--- config.mk ---
export PLATFORM = sky130hd
export DESIGN_NAME = bp_regs_top
export DESIGN_NICKNAME = d
export VERILOG_FILES = /design/src/common/bp_pkg.sv /design/src/bp_reg_mem/bp_reg_mem.sv /design/src/hdl/bp_byte_fifo.sv /design/src/hdl/bp_regs_top.sv
export VERILOG_INCLUDE_DIRS = /design/src /design/src/common
export SDC_FILE = /design/constraint.sdc
export NUM_CORES = 1
export LEC_CHECK = 0
export BUFFER_PORTS_ARGS = -buffer_cell sky130_fd_sc_hd__buf_2
export CAP_MARGIN = 10
export CELL_PAD_IN_SITES_DETAIL_PLACEMENT = 1
export CELL_PAD_IN_SITES_GLOBAL_PLACEMENT = 1
export CORE_UTILIZATION = 41
export CTS_CLUSTER_SIZE = 14
export DETAILED_ROUTE_END_ITERATION = 8
export PLACE_DENSITY = 0.66
export SYNTH_ARGS = -nofsm -noshare
export SYNTH_HDL_FRONTEND = slang
export SYNTH_HIERARCHICAL = 1
export SYNTH_SLANG_ARGS = --single-unit
--- constraint.sdc ---
create_clock -name i_clk -period 3.85 [get_ports i_clk]
set_clock_uncertainty 0.05 [all_clocks]
set_input_delay 0.5775 -clock i_clk [delete_from_list [all_inputs] [get_ports i_clk]]
set_output_delay 0.5775 -clock i_clk [all_outputs]
set_load 0.02 [all_outputs]
--- src/common/bp_defines.svh ---
`ifndef BP_DEFINES_SVH
`define BP_DEFINES_SVH

// number of implemented registers.
// legal range is 2 to 128, addresses above this count are unimplemented.
`define BP_N_REG 64

// unimplemented addresses read as zero and drop writes when set.
// when clear, their read value is undefined.
`define BP_ZERO_UNIMPL 1

// entries in each of the request and response byte FIFOs.
// must be a power of two, at least 2.
`define BP_FIFO_DEPTH 4

// a command byte carries the write flag above a 7-bit address.
`define BP_ADDR_W 7

// width of every byte on the pipe.
`define BP_BYTE_W 8

`endif

--- src/common/bp_pkg.sv ---
// Types for the byte-pipe register file.
package bp_pkg;

  `include "bp_defines.svh"

  // one byte on the pipe, used for commands, write data and responses.
  typedef logic [`BP_BYTE_W-1:0] bp_byte_t;

  // full address field of a command, 128 positions.
  typedef logic [`BP_ADDR_W-1:0] bp_addr_t;

  // view of a command byte.
  typedef struct packed {
    logic     wr;   // set for a write, clear for a read.
    bp_addr_t addr; // target register.
  } bp_cmd_t;

  // receive state of the register memory.
  typedef enum logic {
    BP_RX_CMD  = 1'b0, // next byte is a command.
    BP_RX_DATA = 1'b1  // next byte is the data byte of a write.
  } bp_rx_state_e;

endpackage

--- src/bp_reg_mem/bp_reg_mem.sv ---
`timescale 1ns/1ps

`include "bp_defines.svh"

// Byte-pipe command decoder and register memory.
// Each transaction returns exactly one response byte. A read gives the value
// at the address, a write gives the value the address held before the write.
module bp_reg_mem #(
  parameter int N_REG       = `BP_N_REG,      // implemented registers, 2 to 128.
  parameter int ZERO_UNIMPL = `BP_ZERO_UNIMPL // 1 returns zero above N_REG-1.
) (
  input  logic              i_clk,
  input  logic              i_arst_n,

  input  bp_pkg::bp_byte_t  i_bp_data,
  input  logic              i_bp_valid,
  output logic              o_bp_ready,

  output bp_pkg::bp_byte_t  o_bp_data,
  output logic              o_bp_valid,
  input  logic              i_bp_ready
);

  import bp_pkg::*;

  localparam int ADDR_W = $clog2(N_REG);                  // memory index width.
  localparam bp_addr_t ADDR_HI = bp_addr_t'(N_REG - 1);   // last implemented address.
  localparam logic CHECK_RANGE = (N_REG < 128) && (ZERO_UNIMPL != 0); // range test needed.

  bp_rx_state_e rx_state;       // command or write data expected.
  bp_addr_t     addr_q;         // target of the current write.
  logic         in_range_q;     // target is implemented.
  bp_byte_t     rsp_data;       // response byte.
  logic         rsp_valid;      // response waiting for the host side.

  bp_cmd_t      cmd;            // incoming byte seen as a command.
  logic         cmd_in_range;   // incoming address is implemented.
  logic         in_acc;         // byte accepted from the request side.
  logic         out_acc;        // response taken by the response side.
  logic         cmd_acc;        // command byte accepted.
  logic         wr_start;       // write command accepted.
  logic         data_acc;       // write data byte accepted.
  logic         rsp_load;       // transaction complete, load response.
  bp_addr_t     sel_addr;       // address the response is read from.
  logic         sel_in_range;   // range flag for that address.
  logic [ADDR_W-1:0] sel_idx;   // memory index of sel_addr.
  logic [ADDR_W-1:0] wr_idx;    // memory index of the write target.

  bp_byte_t     mem [N_REG];    // register array, no reset.

  assign cmd = bp_cmd_t'(i_bp_data);

  // address at or above N_REG is unimplemented when zeroing is on.
  assign cmd_in_range = !CHECK_RANGE || (cmd.addr <= ADDR_HI);

  // the response side controls all flow, one response slot per byte.
  assign o_bp_ready = i_bp_ready;

  assign in_acc   = i_bp_valid && o_bp_ready;
  assign out_acc  = rsp_valid && i_bp_ready;
  assign cmd_acc  = in_acc && (rx_state == BP_RX_CMD);
  assign wr_start = cmd_acc && cmd.wr;
  assign data_acc = in_acc && (rx_state == BP_RX_DATA);
  assign rsp_load = (cmd_acc && !cmd.wr) || data_acc;

  // a read uses the address in the command byte itself.
  // write data uses the address held since the command.
  assign sel_addr     = (rx_state == BP_RX_DATA) ? addr_q : cmd.addr;
  assign sel_in_range = (rx_state == BP_RX_DATA) ? in_range_q : cmd_in_range;
  assign sel_idx      = sel_addr[ADDR_W-1:0];
  assign wr_idx       = addr_q[ADDR_W-1:0];

  // receive state and response valid.
  always_ff @(posedge i_clk or negedge i_arst_n) begin
    if (!i_arst_n) begin
      rx_state   <= BP_RX_CMD;
      rsp_valid  <= 1'b0;
      in_range_q <= 1'b0;
    end else begin
      if (wr_start) begin
        rx_state <= BP_RX_DATA;          // data byte comes next.
      end else if (data_acc) begin
        rx_state <= BP_RX_CMD;           // write done.
      end
      if (rsp_load) begin
        rsp_valid <= 1'b1;               // new response wins over a take.
      end else if (out_acc) begin
        rsp_valid <= 1'b0;
      end
      if (cmd_acc) begin
        in_range_q <= cmd_in_range;      // range flag taken at command time.
      end
    end
  end

  // target address and response byte.
  always_ff @(posedge i_clk) begin
    if (cmd_acc) begin
      addr_q <= cmd.addr;
    end
    if (rsp_load) begin
      rsp_data <= sel_in_range ? mem[sel_idx] : '0; // old value on a write.
    end
  end

  // write port, same edge as the response load so the old value is returned.
  always_ff @(posedge i_clk) begin
    if (data_acc && in_range_q) begin
      mem[wr_idx] <= i_bp_data;
    end
  end

  assign o_bp_data  = rsp_data;
  assign o_bp_valid = rsp_valid;

  // a response is held until the response side takes it.
  a_valid_held : assert property (
    @(posedge i_clk) disable iff (!i_arst_n)
    (o_bp_valid && !i_bp_ready) |=> o_bp_valid
  ) else $error("bp_reg_mem: response valid dropped before it was taken");

  // the held response must not change.
  a_data_stable : assert property (
    @(posedge i_clk) disable iff (!i_arst_n)
    (o_bp_valid && !i_bp_ready) |=> $stable(o_bp_data)
  ) else $error("bp_reg_mem: response data changed while stalled");

endmodule

--- src/hdl/bp_byte_fifo.sv ---
`timescale 1ns/1ps

`include "bp_defines.svh"

// Synchronous byte FIFO with valid/ready on both sides.
// Circular buffer with read and write pointers and an occupancy count.
module bp_byte_fifo #(
  parameter int DEPTH = `BP_FIFO_DEPTH // power of two, at least 2.
) (
  input  logic              i_clk,
  input  logic              i_arst_n,

  input  bp_pkg::bp_byte_t  i_in_data,
  input  logic              i_in_valid,
  output logic              o_in_ready,

  output bp_pkg::bp_byte_t  o_out_data,
  output logic              o_out_valid,
  input  logic              i_out_ready
);

  import bp_pkg::*;

  localparam int PTR_W = $clog2(DEPTH);      // pointer width, wraps at DEPTH.
  localparam int CNT_W = $clog2(DEPTH + 1);  // count holds 0 to DEPTH.

  bp_byte_t          mem [DEPTH];  // storage, no reset.
  logic [PTR_W-1:0]  wr_ptr;       // next slot to write.
  logic [PTR_W-1:0]  rd_ptr;       // oldest entry.
  logic [CNT_W-1:0]  count;        // entries held.

  logic push;    // byte accepted on the input side.
  logic pop;     // byte taken on the output side.
  logic full;    // no free slot.

  assign full        = (count == CNT_W'(DEPTH));
  assign o_in_ready  = !full;
  assign o_out_valid = (count != '0);
  assign o_out_data  = mem[rd_ptr];    // head of the queue.

  assign push = i_in_valid && o_in_ready;
  assign pop  = o_out_valid && i_out_ready;

  // pointers and count.
  always_ff @(posedge i_clk or negedge i_arst_n) begin
    if (!i_arst_n) begin
      wr_ptr <= '0;
      rd_ptr <= '0;
      count  <= '0;
    end else begin
      if (push) begin
        wr_ptr <= wr_ptr + PTR_W'(1);   // wraps, DEPTH is a power of two.
      end
      if (pop) begin
        rd_ptr <= rd_ptr + PTR_W'(1);
      end
      case ({push, pop})
        2'b10:   count <= count + CNT_W'(1);
        2'b01:   count <= count - CNT_W'(1);
        default: count <= count;        // both or neither.
      endcase
    end
  end

  // storage write, a pushed byte shows at the output one clock later.
  always_ff @(posedge i_clk) begin
    if (push) begin
      mem[wr_ptr] <= i_in_data;
    end
  end

  // occupancy stays within the buffer.
  a_count_max : assert property (
    @(posedge i_clk) disable iff (!i_arst_n)
    count <= CNT_W'(DEPTH)
  ) else $error("bp_byte_fifo: count above DEPTH");

  // an offered byte while full must not raise the count.
  a_no_push_full : assert property (
    @(posedge i_clk) disable iff (!i_arst_n)
    (i_in_valid && full) |=> (count == $past(count) - CNT_W'($past(pop)))
  ) else $error("bp_byte_fifo: push accepted while full");

endmodule

--- src/hdl/bp_regs_top.sv ---
`timescale 1ns/1ps

`include "bp_defines.svh"

// Byte-pipe register file top level.
// Request FIFO, register memory and response FIFO in a chain, so the host
// may keep a few bytes in flight.
module bp_regs_top (
  input  logic              i_clk,
  input  logic              i_arst_n,

  input  bp_pkg::bp_byte_t  i_bp_data,
  input  logic              i_bp_valid,
  output logic              o_bp_ready,

  output bp_pkg::bp_byte_t  o_bp_data,
  output logic              o_bp_valid,
  input  logic              i_bp_ready
);

  import bp_pkg::*;

  bp_byte_t req_data;   // request FIFO head.
  logic     req_valid;
  logic     req_ready;  // register memory takes a byte.
  bp_byte_t rsp_data;   // response from the register memory.
  logic     rsp_valid;
  logic     rsp_ready;  // response FIFO not full.

  bp_byte_fifo #(.DEPTH(`BP_FIFO_DEPTH)) u_req_fifo (
    .i_clk       (i_clk),
    .i_arst_n    (i_arst_n),
    .i_in_data   (i_bp_data),
    .i_in_valid  (i_bp_valid),
    .o_in_ready  (o_bp_ready),
    .o_out_data  (req_data),
    .o_out_valid (req_valid),
    .i_out_ready (req_ready)
  );

  bp_reg_mem #(
    .N_REG       (`BP_N_REG),
    .ZERO_UNIMPL (`BP_ZERO_UNIMPL)
  ) u_reg_mem (
    .i_clk      (i_clk),
    .i_arst_n   (i_arst_n),
    .i_bp_data  (req_data),
    .i_bp_valid (req_valid),
    .o_bp_ready (req_ready),
    .o_bp_data  (rsp_data),
    .o_bp_valid (rsp_valid),
    .i_bp_ready (rsp_ready)
  );

  bp_byte_fifo #(.DEPTH(`BP_FIFO_DEPTH)) u_rsp_fifo (
    .i_clk       (i_clk),
    .i_arst_n    (i_arst_n),
    .i_in_data   (rsp_data),
    .i_in_valid  (rsp_valid),
    .o_in_ready  (rsp_ready),
    .o_out_data  (o_bp_data),
    .o_out_valid (o_bp_valid),
    .i_out_ready (i_bp_ready)
  );

endmodule

== Word-level counts from Yosys, hierarchy flattened ==
Memories as Yosys holds them, arrays and structs flattened. A register that Yosys moved wholly into a read port is not among the register bits.
Cells that the tools add are included.
Storage, ports and cells
  register bits after elaboration: 23
  memory bits (writable): 576
  input port bits: 12
  output and inout bits: 10
  memories kept: 3
Memory list
  u_reg_mem.mem: words 64, width 8, read ports 1, clocked after Yosys merged registers in 1, wr ports 1, line bp_reg_mem.sv:49  | bp_byte_t mem [N_REG];
  u_req_fifo.mem: words 4, width 8, read ports 1, clocked after Yosys merged registers in 0, wr ports 1, line bp_byte_fifo.sv:27  | bp_byte_t mem [DEPTH];
  u_rsp_fifo.mem: words 4, width 8, read ports 1, clocked after Yosys merged registers in 0, wr ports 1, line bp_byte_fifo.sv:27
Operators by class
  add/sub/neg operators: 8
  order comparisons: 1
  equality and inequality tests: 6
  mux-type cells: 14
  bitwise logic cells: 1
  reductions and logical operators: 20
Operators by type and width (count)
  3-bit one-hot mux with 2 select lines: 2
  1-bit 2-to-1 mux: 11
  1-bit logical AND: 9
  2-bit by 1-bit adder with 2-bit output, second input constant: 4
  2-bit nonzero test: 4
  7-bit by 6-bit less-or-equal comparator with 1-bit output, second input constant: 1
  3-bit by 1-bit adder with 3-bit output, second input constant: 2
  3-bit equality test, second input constant: 2
  6-bit 2-to-1 mux: 1
  3-bit nonzero test: 2
  3-bit by 1-bit subtractor with 3-bit output, second input constant: 2
  2-bit by 1-bit equality test with 1-bit output, second input constant: 2
  2-bit equality test, second input constant: 2
  1-bit zero test: 4
  1-bit logical OR: 1
  1-bit NOT: 1

== Logic depth before layout (Yosys ltp) ==
  depth in word-level cells: 7
  mapped depth: 12

== Cells and area by module ==
The synthesis kept the hierarchy.
By module, submodules not included
  bp_reg_mem: instances 1, cells an instance 1796, area an instance 23906.7 µm², seq. area each 15870.2 µm²
  bp_byte_fifo: instances 2, cells an instance 79, area an instance 1582.8 µm², seq. area each 1136.1 µm²

== Least setup slack after synthesis ==
Ideal clock, no wire load.
  kind: register to register
  start point: register u_req_fifo.rd_ptr[0]
  end point: register u_reg_mem.rsp_data[7] (netlist: u_reg_mem/o_bp_data[7]), read port of u_reg_mem.mem (data pin)
  setup time: 0.269 ns
  arrival time: 3.134 ns
  data required time: 3.531 ns
  slack: 0.397 ns
  stages on the path, launching flop included: 13
  path buffers: 5
  period minus slack after synthesis: 3.453 ns
  cell sequence: dfrtp_1 -> buf_2 -> mux4_2 -> buf_2 -> mux2_4 -> buf_6 -> buf_6 -> buf_6 -> nand2_1 -> o21ai_1 -> a31o_2 -> o41ai_1 -> o22ai_1
Between the ends
  word-level cells in the longest chain between the ends: 4
  elaborated cells on any way between the ends: 8
  those cells by class: 1 x order compare; 2 x mux; 4 x reduce/logical; 1 x memory
RTL lines
  from (decl): line bp_byte_fifo.sv:29  | logic [PTR_W-1:0] rd_ptr;
  from (signal assigned): line bp_byte_fifo.sv:55  | rd_ptr <= rd_ptr + PTR_W'(1);
  memory 4 x 8 bit (*)
  via req_data[0]: line bp_regs_top.sv:23  | bp_byte_t req_data;
  7-bit by 6-bit less-or-equal comparator with 1-bit output: line bp_reg_mem.sv:54  | assign cmd_in_range = !CHECK_RANGE || (cmd.addr <= ADDR_HI);
  1-bit 2-to-1 mux: line bp_reg_mem.sv:69  | assign sel_in_range = (rx_state == BP_RX_DATA) ? in_range_q : cmd_in_range;
  1-bit zero test (no line)
  to (decl): line bp_reg_mem.sv:33  | bp_byte_t rsp_data;
Mark *: on every way through the listed nets, which the timed path passes. The rest lies on a longest branch.
A chain may end at the register's enable or synchronous reset.

== Worst setup path in the final report ==
  start point: register u_req_fifo.rd_ptr[0]
  end point: register u_reg_mem.rsp_data[2] (netlist: u_reg_mem/o_bp_data[2]), read port of u_reg_mem.mem (data pin)
Same word-level chain as after synthesis.

==> implementation parameters <==
Parameter                              Value

STA
  Share of the cycle needed by the critical path after routing    97.6%
  Final slew viol count    0
  Hold Vio Cnt, Final    0
  Peak clock frequency supported by timing    0.266 GHz
  Setup repair after global routing missed its margin    false
  Final critical-path required period    3760 ps
  Relative slew margins    22.0%
  Slew at the pin with the worst max-slew slack    1170 ps
  Final setup viols    0
  Sum of negative setup slack    0 ps

Floorplan
  I/O pin total    22
  Core box area    64800 µm²
  Chip Height    259 µm
  Std-Cell Rows    93
  Die outline width    259 µm
  Effective utilization at floorplan    41.8%
  Full die area    67100 µm²

Worst setup path
  Worst path required time    4270 ps
  Stage delay of the slowest cell on the critical path    870 ps
  Cell type of the slowest stage on the worst timing path    mux4_4
  Cell breakdown of the critical path    mux4_4 > buf_4 > nand2b_1 > buf_12 > a21oi_1 > or2_2 > a221oi_1 > o41ai_1 > buf_4 > o22ai_1
  Arrival time of data at the critical path endpoint    4180 ps
  Worst Path Max Fanout    21
  Category of the worst setup path launch point    flop
  Crit Path Category    flop to flop
  Crit path buf inv count    3
  Cell repeated most along the worst path    buf_4
  Crit path capture type    flop
  Crit-path leading delay family    compound AO/OA/AOI/OAI gates

Clock tree
  CTS tree    done
  Max H-tree Level    3
  Post-CTS setup buffer count    0
  Cts bufs inserted    68
  Clock tree root driver cell    clkbuf_16
  Clock input transition at the sequential cells of the worst setup and hold paths    60 ps
  Worst skew pair latency    630 ps
  Max Root-Sink Buffers    3
  Clock sinks    607

Power
  Cell area power density    1010 nW/µm²
  Sequential cell fraction of total power    30.0%
  Power share of the clock group    20.6%
  Worst-case vdd ir drop    0.506 mV
  Sw Pwr    13.7 mW
  Switching part of the total power    43.3%
  Combinational group share of total power    49.4%
  Static leakage    10.5 nW
  Cell internal pwr    17.9 mW

Cells and area
  Cell area after layout    31300 µm²
  Synthesis-to-layout area growth    15.6%
  # diodes    0
  Commonest non-fill, non-tap cell in the layout    edfxtp_1
  Fillers    6429
  Share of cells above drive strength 1    20.8%
  Top library cells by usage in the layout, fill and taps aside    590 x edfxtp_1, 178 x buf_4, 163 x a21oi_1
  Fin nets    2120

Global route
  Pin count of the biggest net entering global routing    76
  Aggregate global routing overflow    0
  Global-route wire length before repair    131000 µm
  Overall fraction of global-route tracks in use    27.0%
  Initial antenna violation count    1
  Vias in the first global route    19.3k

Logic synthesis
  Number of warning messages in the yosys log    6
  Asr flop ratio synth    2.80%
  Adder-cell share of the synthesized area    0.610%
  Xor-xnor portion of the synthesized cell area    0.388%
  Mapped Area    27100 µm²
  Share of the yosys chip area belonging to registers    67.0%
  Mux cell area share after synthesis    4.49%
  Fraction of the mapped netlist area in simple logic gates    9.72%
  Nets in the synthesized netlist    1978
  Count of flip-flops with a built-in enable after synthesis    590
  Synthesized-area fraction occupied by ao, oa, aoi and oai cells    14.5%
  Mean instance size in the synthesized netlist    13.9 µm²
  Synthesized flop and latch total    607
  Cell count after synthesis    1954
  Count of unique library cells instantiated by Yosys    81
  Dominant combinational cell family by area after synthesis    compound AO/OA/AOI/OAI gates
  Most used DFF post-synth    edfxtp_1

Drt
  Total via count after detailed routing    18.5k
  Via density per instance    6.16
  Number of DRC violations after detailed-routing iteration 0    2013
  First-pass detailed-route iteration total    5
  # DRC    0
  Routed WL per cell    29.9 µm
  Remaining antenna violation count after routing    0
  WL final    89800 µm

Outcome
  Status    complete, no violations

Run
  Max-capacitance violation count    0

Placed design
  Placement-stage cell area    29100 µm²
  Detail Placement HPWL    60100 µm
  Global placement routability congestion    0.930
  Count of input and output buffers    21

Hold path
  Worst hold path type    input port to flop
-- registers in the layout (all words and copies together) (netlist names) --
name                  count
u_rsp_fifo/wr_ptr         2
u_reg_mem/in_range_q      1
u_reg_mem/o_bp_data       8
u_reg_mem/addr_q          6
u_reg_mem/mem           512
u_rsp_fifo/mem           32
u_req_fifo/wr_ptr         2
u_req_fifo/mem           32
u_reg_mem/o_bp_valid      1
u_req_fifo/rd_ptr         2
u_req_fifo/count          3
u_rsp_fifo/rd_ptr         2
u_rsp_fifo/count          3
u_reg_mem/rx_state        1
-- layer usage --
metal / track usage (%) / part of all wire, % / vias to the layer above
li1: - / - / 7901
met1: 37.8 / 43 / 9724
met2: 42.6 / 47 / 748
met3: 4.26 / 7.2 / 142
met4: 9.94 / 3.0 / 0
met5: 0 / 0 / -
-- repair_timing --
action	CTS	global route
hold endpoints to repair	17	0
gates resized for setup	2	0
hold buffers	1	0
setup endpoints to repair	2	0
-- worst paths after layout --
path | start | end | slack (ps) | cells past startpoint
worst max register to register | u_req_fifo/rd_ptr[0]$_DFFE_PN0P_ | u_reg_mem/o_bp_data[2]$_SDFFCE_PN0P_ | 90 | 10
worst min-delay path | i_bp_data[6] | u_req_fifo/mem[0][6]$_DFFE_PP_ | 140 | 1
worst max-delay path | u_req_fifo/rd_ptr[0]$_DFFE_PN0P_ | u_reg_mem/o_bp_data[2]$_SDFFCE_PN0P_ | 90 | 10
worst min register to register | u_req_fifo/count[2]$_DFFE_PN0P_ | u_req_fifo/count[2]$_DFFE_PN0P_ | 510 | 1
min in group asynchronous | i_arst_n | u_req_fifo/rd_ptr[1]$_DFFE_PN0P_ | 430 | 2
max in group asynchronous | i_arst_n | u_reg_mem/rx_state$_DFFE_PN0P_ | 2960 | 2
-- cell usage after synthesis (7+ instances only) --
| cell type | number | share of area [%] |
|---|---|---|
| buf_1 | 11 | 0.15 |
| inv_1 | 33 | 0.46 |
| nor2b_1 | 11 | 0.25 |
| buf_6 | 15 | 0.62 |
| o22ai_1 | 54 | 1.2 |
| or3_1 | 7 | 0.16 |
| nor3_1 | 36 | 0.67 |
| edfxtp_1 | 590 | 65 |
| a31oi_1 | 8 | 0.18 |
| ha_1 | 10 | 0.46 |
| clkbuf_1 | 44 | 0.61 |
| a21boi_0 | 7 | 0.19 |
| mux2i_1 | 23 | 0.85 |
| o21bai_1 | 29 | 0.80 |
| mux2_2 | 11 | 0.46 |
| dfrtp_1 | 17 | 1.6 |
| a21oi_1 | 163 | 3.0 |
| buf_2 | 53 | 0.98 |
| mux4_2 | 34 | 2.8 |
| nand2_1 | 116 | 1.6 |
| o21ai_1 | 7 | 0.13 |
| o41ai_1 | 32 | 1.0 |
| o21ai_0 | 28 | 0.52 |
| a211oi_1 | 73 | 2.0 |
| or2_2 | 24 | 0.55 |
| a22oi_1 | 75 | 2.1 |
| nand3_1 | 12 | 0.22 |
| nand2b_1 | 154 | 3.6 |
| nor2_1 | 107 | 1.5 |
| and3_2 | 8 | 0.22 |
| buf_4 | 14 | 0.39 |
| o2111ai_1 | 8 | 0.26 |
| a221oi_1 | 13 | 0.42 |
| a31o_2 | 17 | 0.55 |
| o31ai_1 | 11 | 0.31 |
-- final cells by class --
| class | instances | area [µm²] | area share, % |
|---|---|---|---|
| well taps | 855 | 1070 | 3.42 |
| repair buffers | 210 | 1650 | 5.28 |
| clock inverters | 38 | 345 | 1.10 |
| multi-input cells | 1175 | 8090 | 25.9 |
| flip-flops and latches | 607 | 18100 | 58.0 |
| inverters | 34 | 128 | 0.408 |
| clock buffers | 85 | 1870 | 5.98 |
-- kinds of logic after synthesis --
family / count (synthesis)
compound gates: 569
xor+xnor: 12
fa+ha+maj: 12
buf+inv: 172
flops: 607
mux: 74
simple gates: 508
-- stage by stage --
stage | hold slack, ps | std cells | setup WS, ps | power [mW] | utilization [%]
after detailed placement | 449 | 2880 | -28.2 | 24.8 | 44.8
after CTS | 104 | 3004 | 162 | 31.4 | 48.3
after floorplan | 232 | 1954 | 397 | 18.4 | -
after global placement | 434 | 2880 | -41.9 | 24.4 | 44.8
final | 138 | 3004 | 93.3 | 31.5 | 48.3
after global routing | 128 | 3004 | 4.22 | 32.6 | 48.3
-- power groups by stage --
stage / logic (mW) / registers [mW] / clock network (mW)
2_1_floorplan: 9.10 / 9.26 / 0
3_3_place_gp: 14.9 / 9.53 / 0
3_5_place_dp: 15.2 / 9.58 / 0
4_1_cts: 15.4 / 9.45 / 6.61
5_1_grt: 16.3 / 9.50 / 6.81
6_report: 15.6 / 9.45 / 6.49
Power figures use the tool's default switching activity.
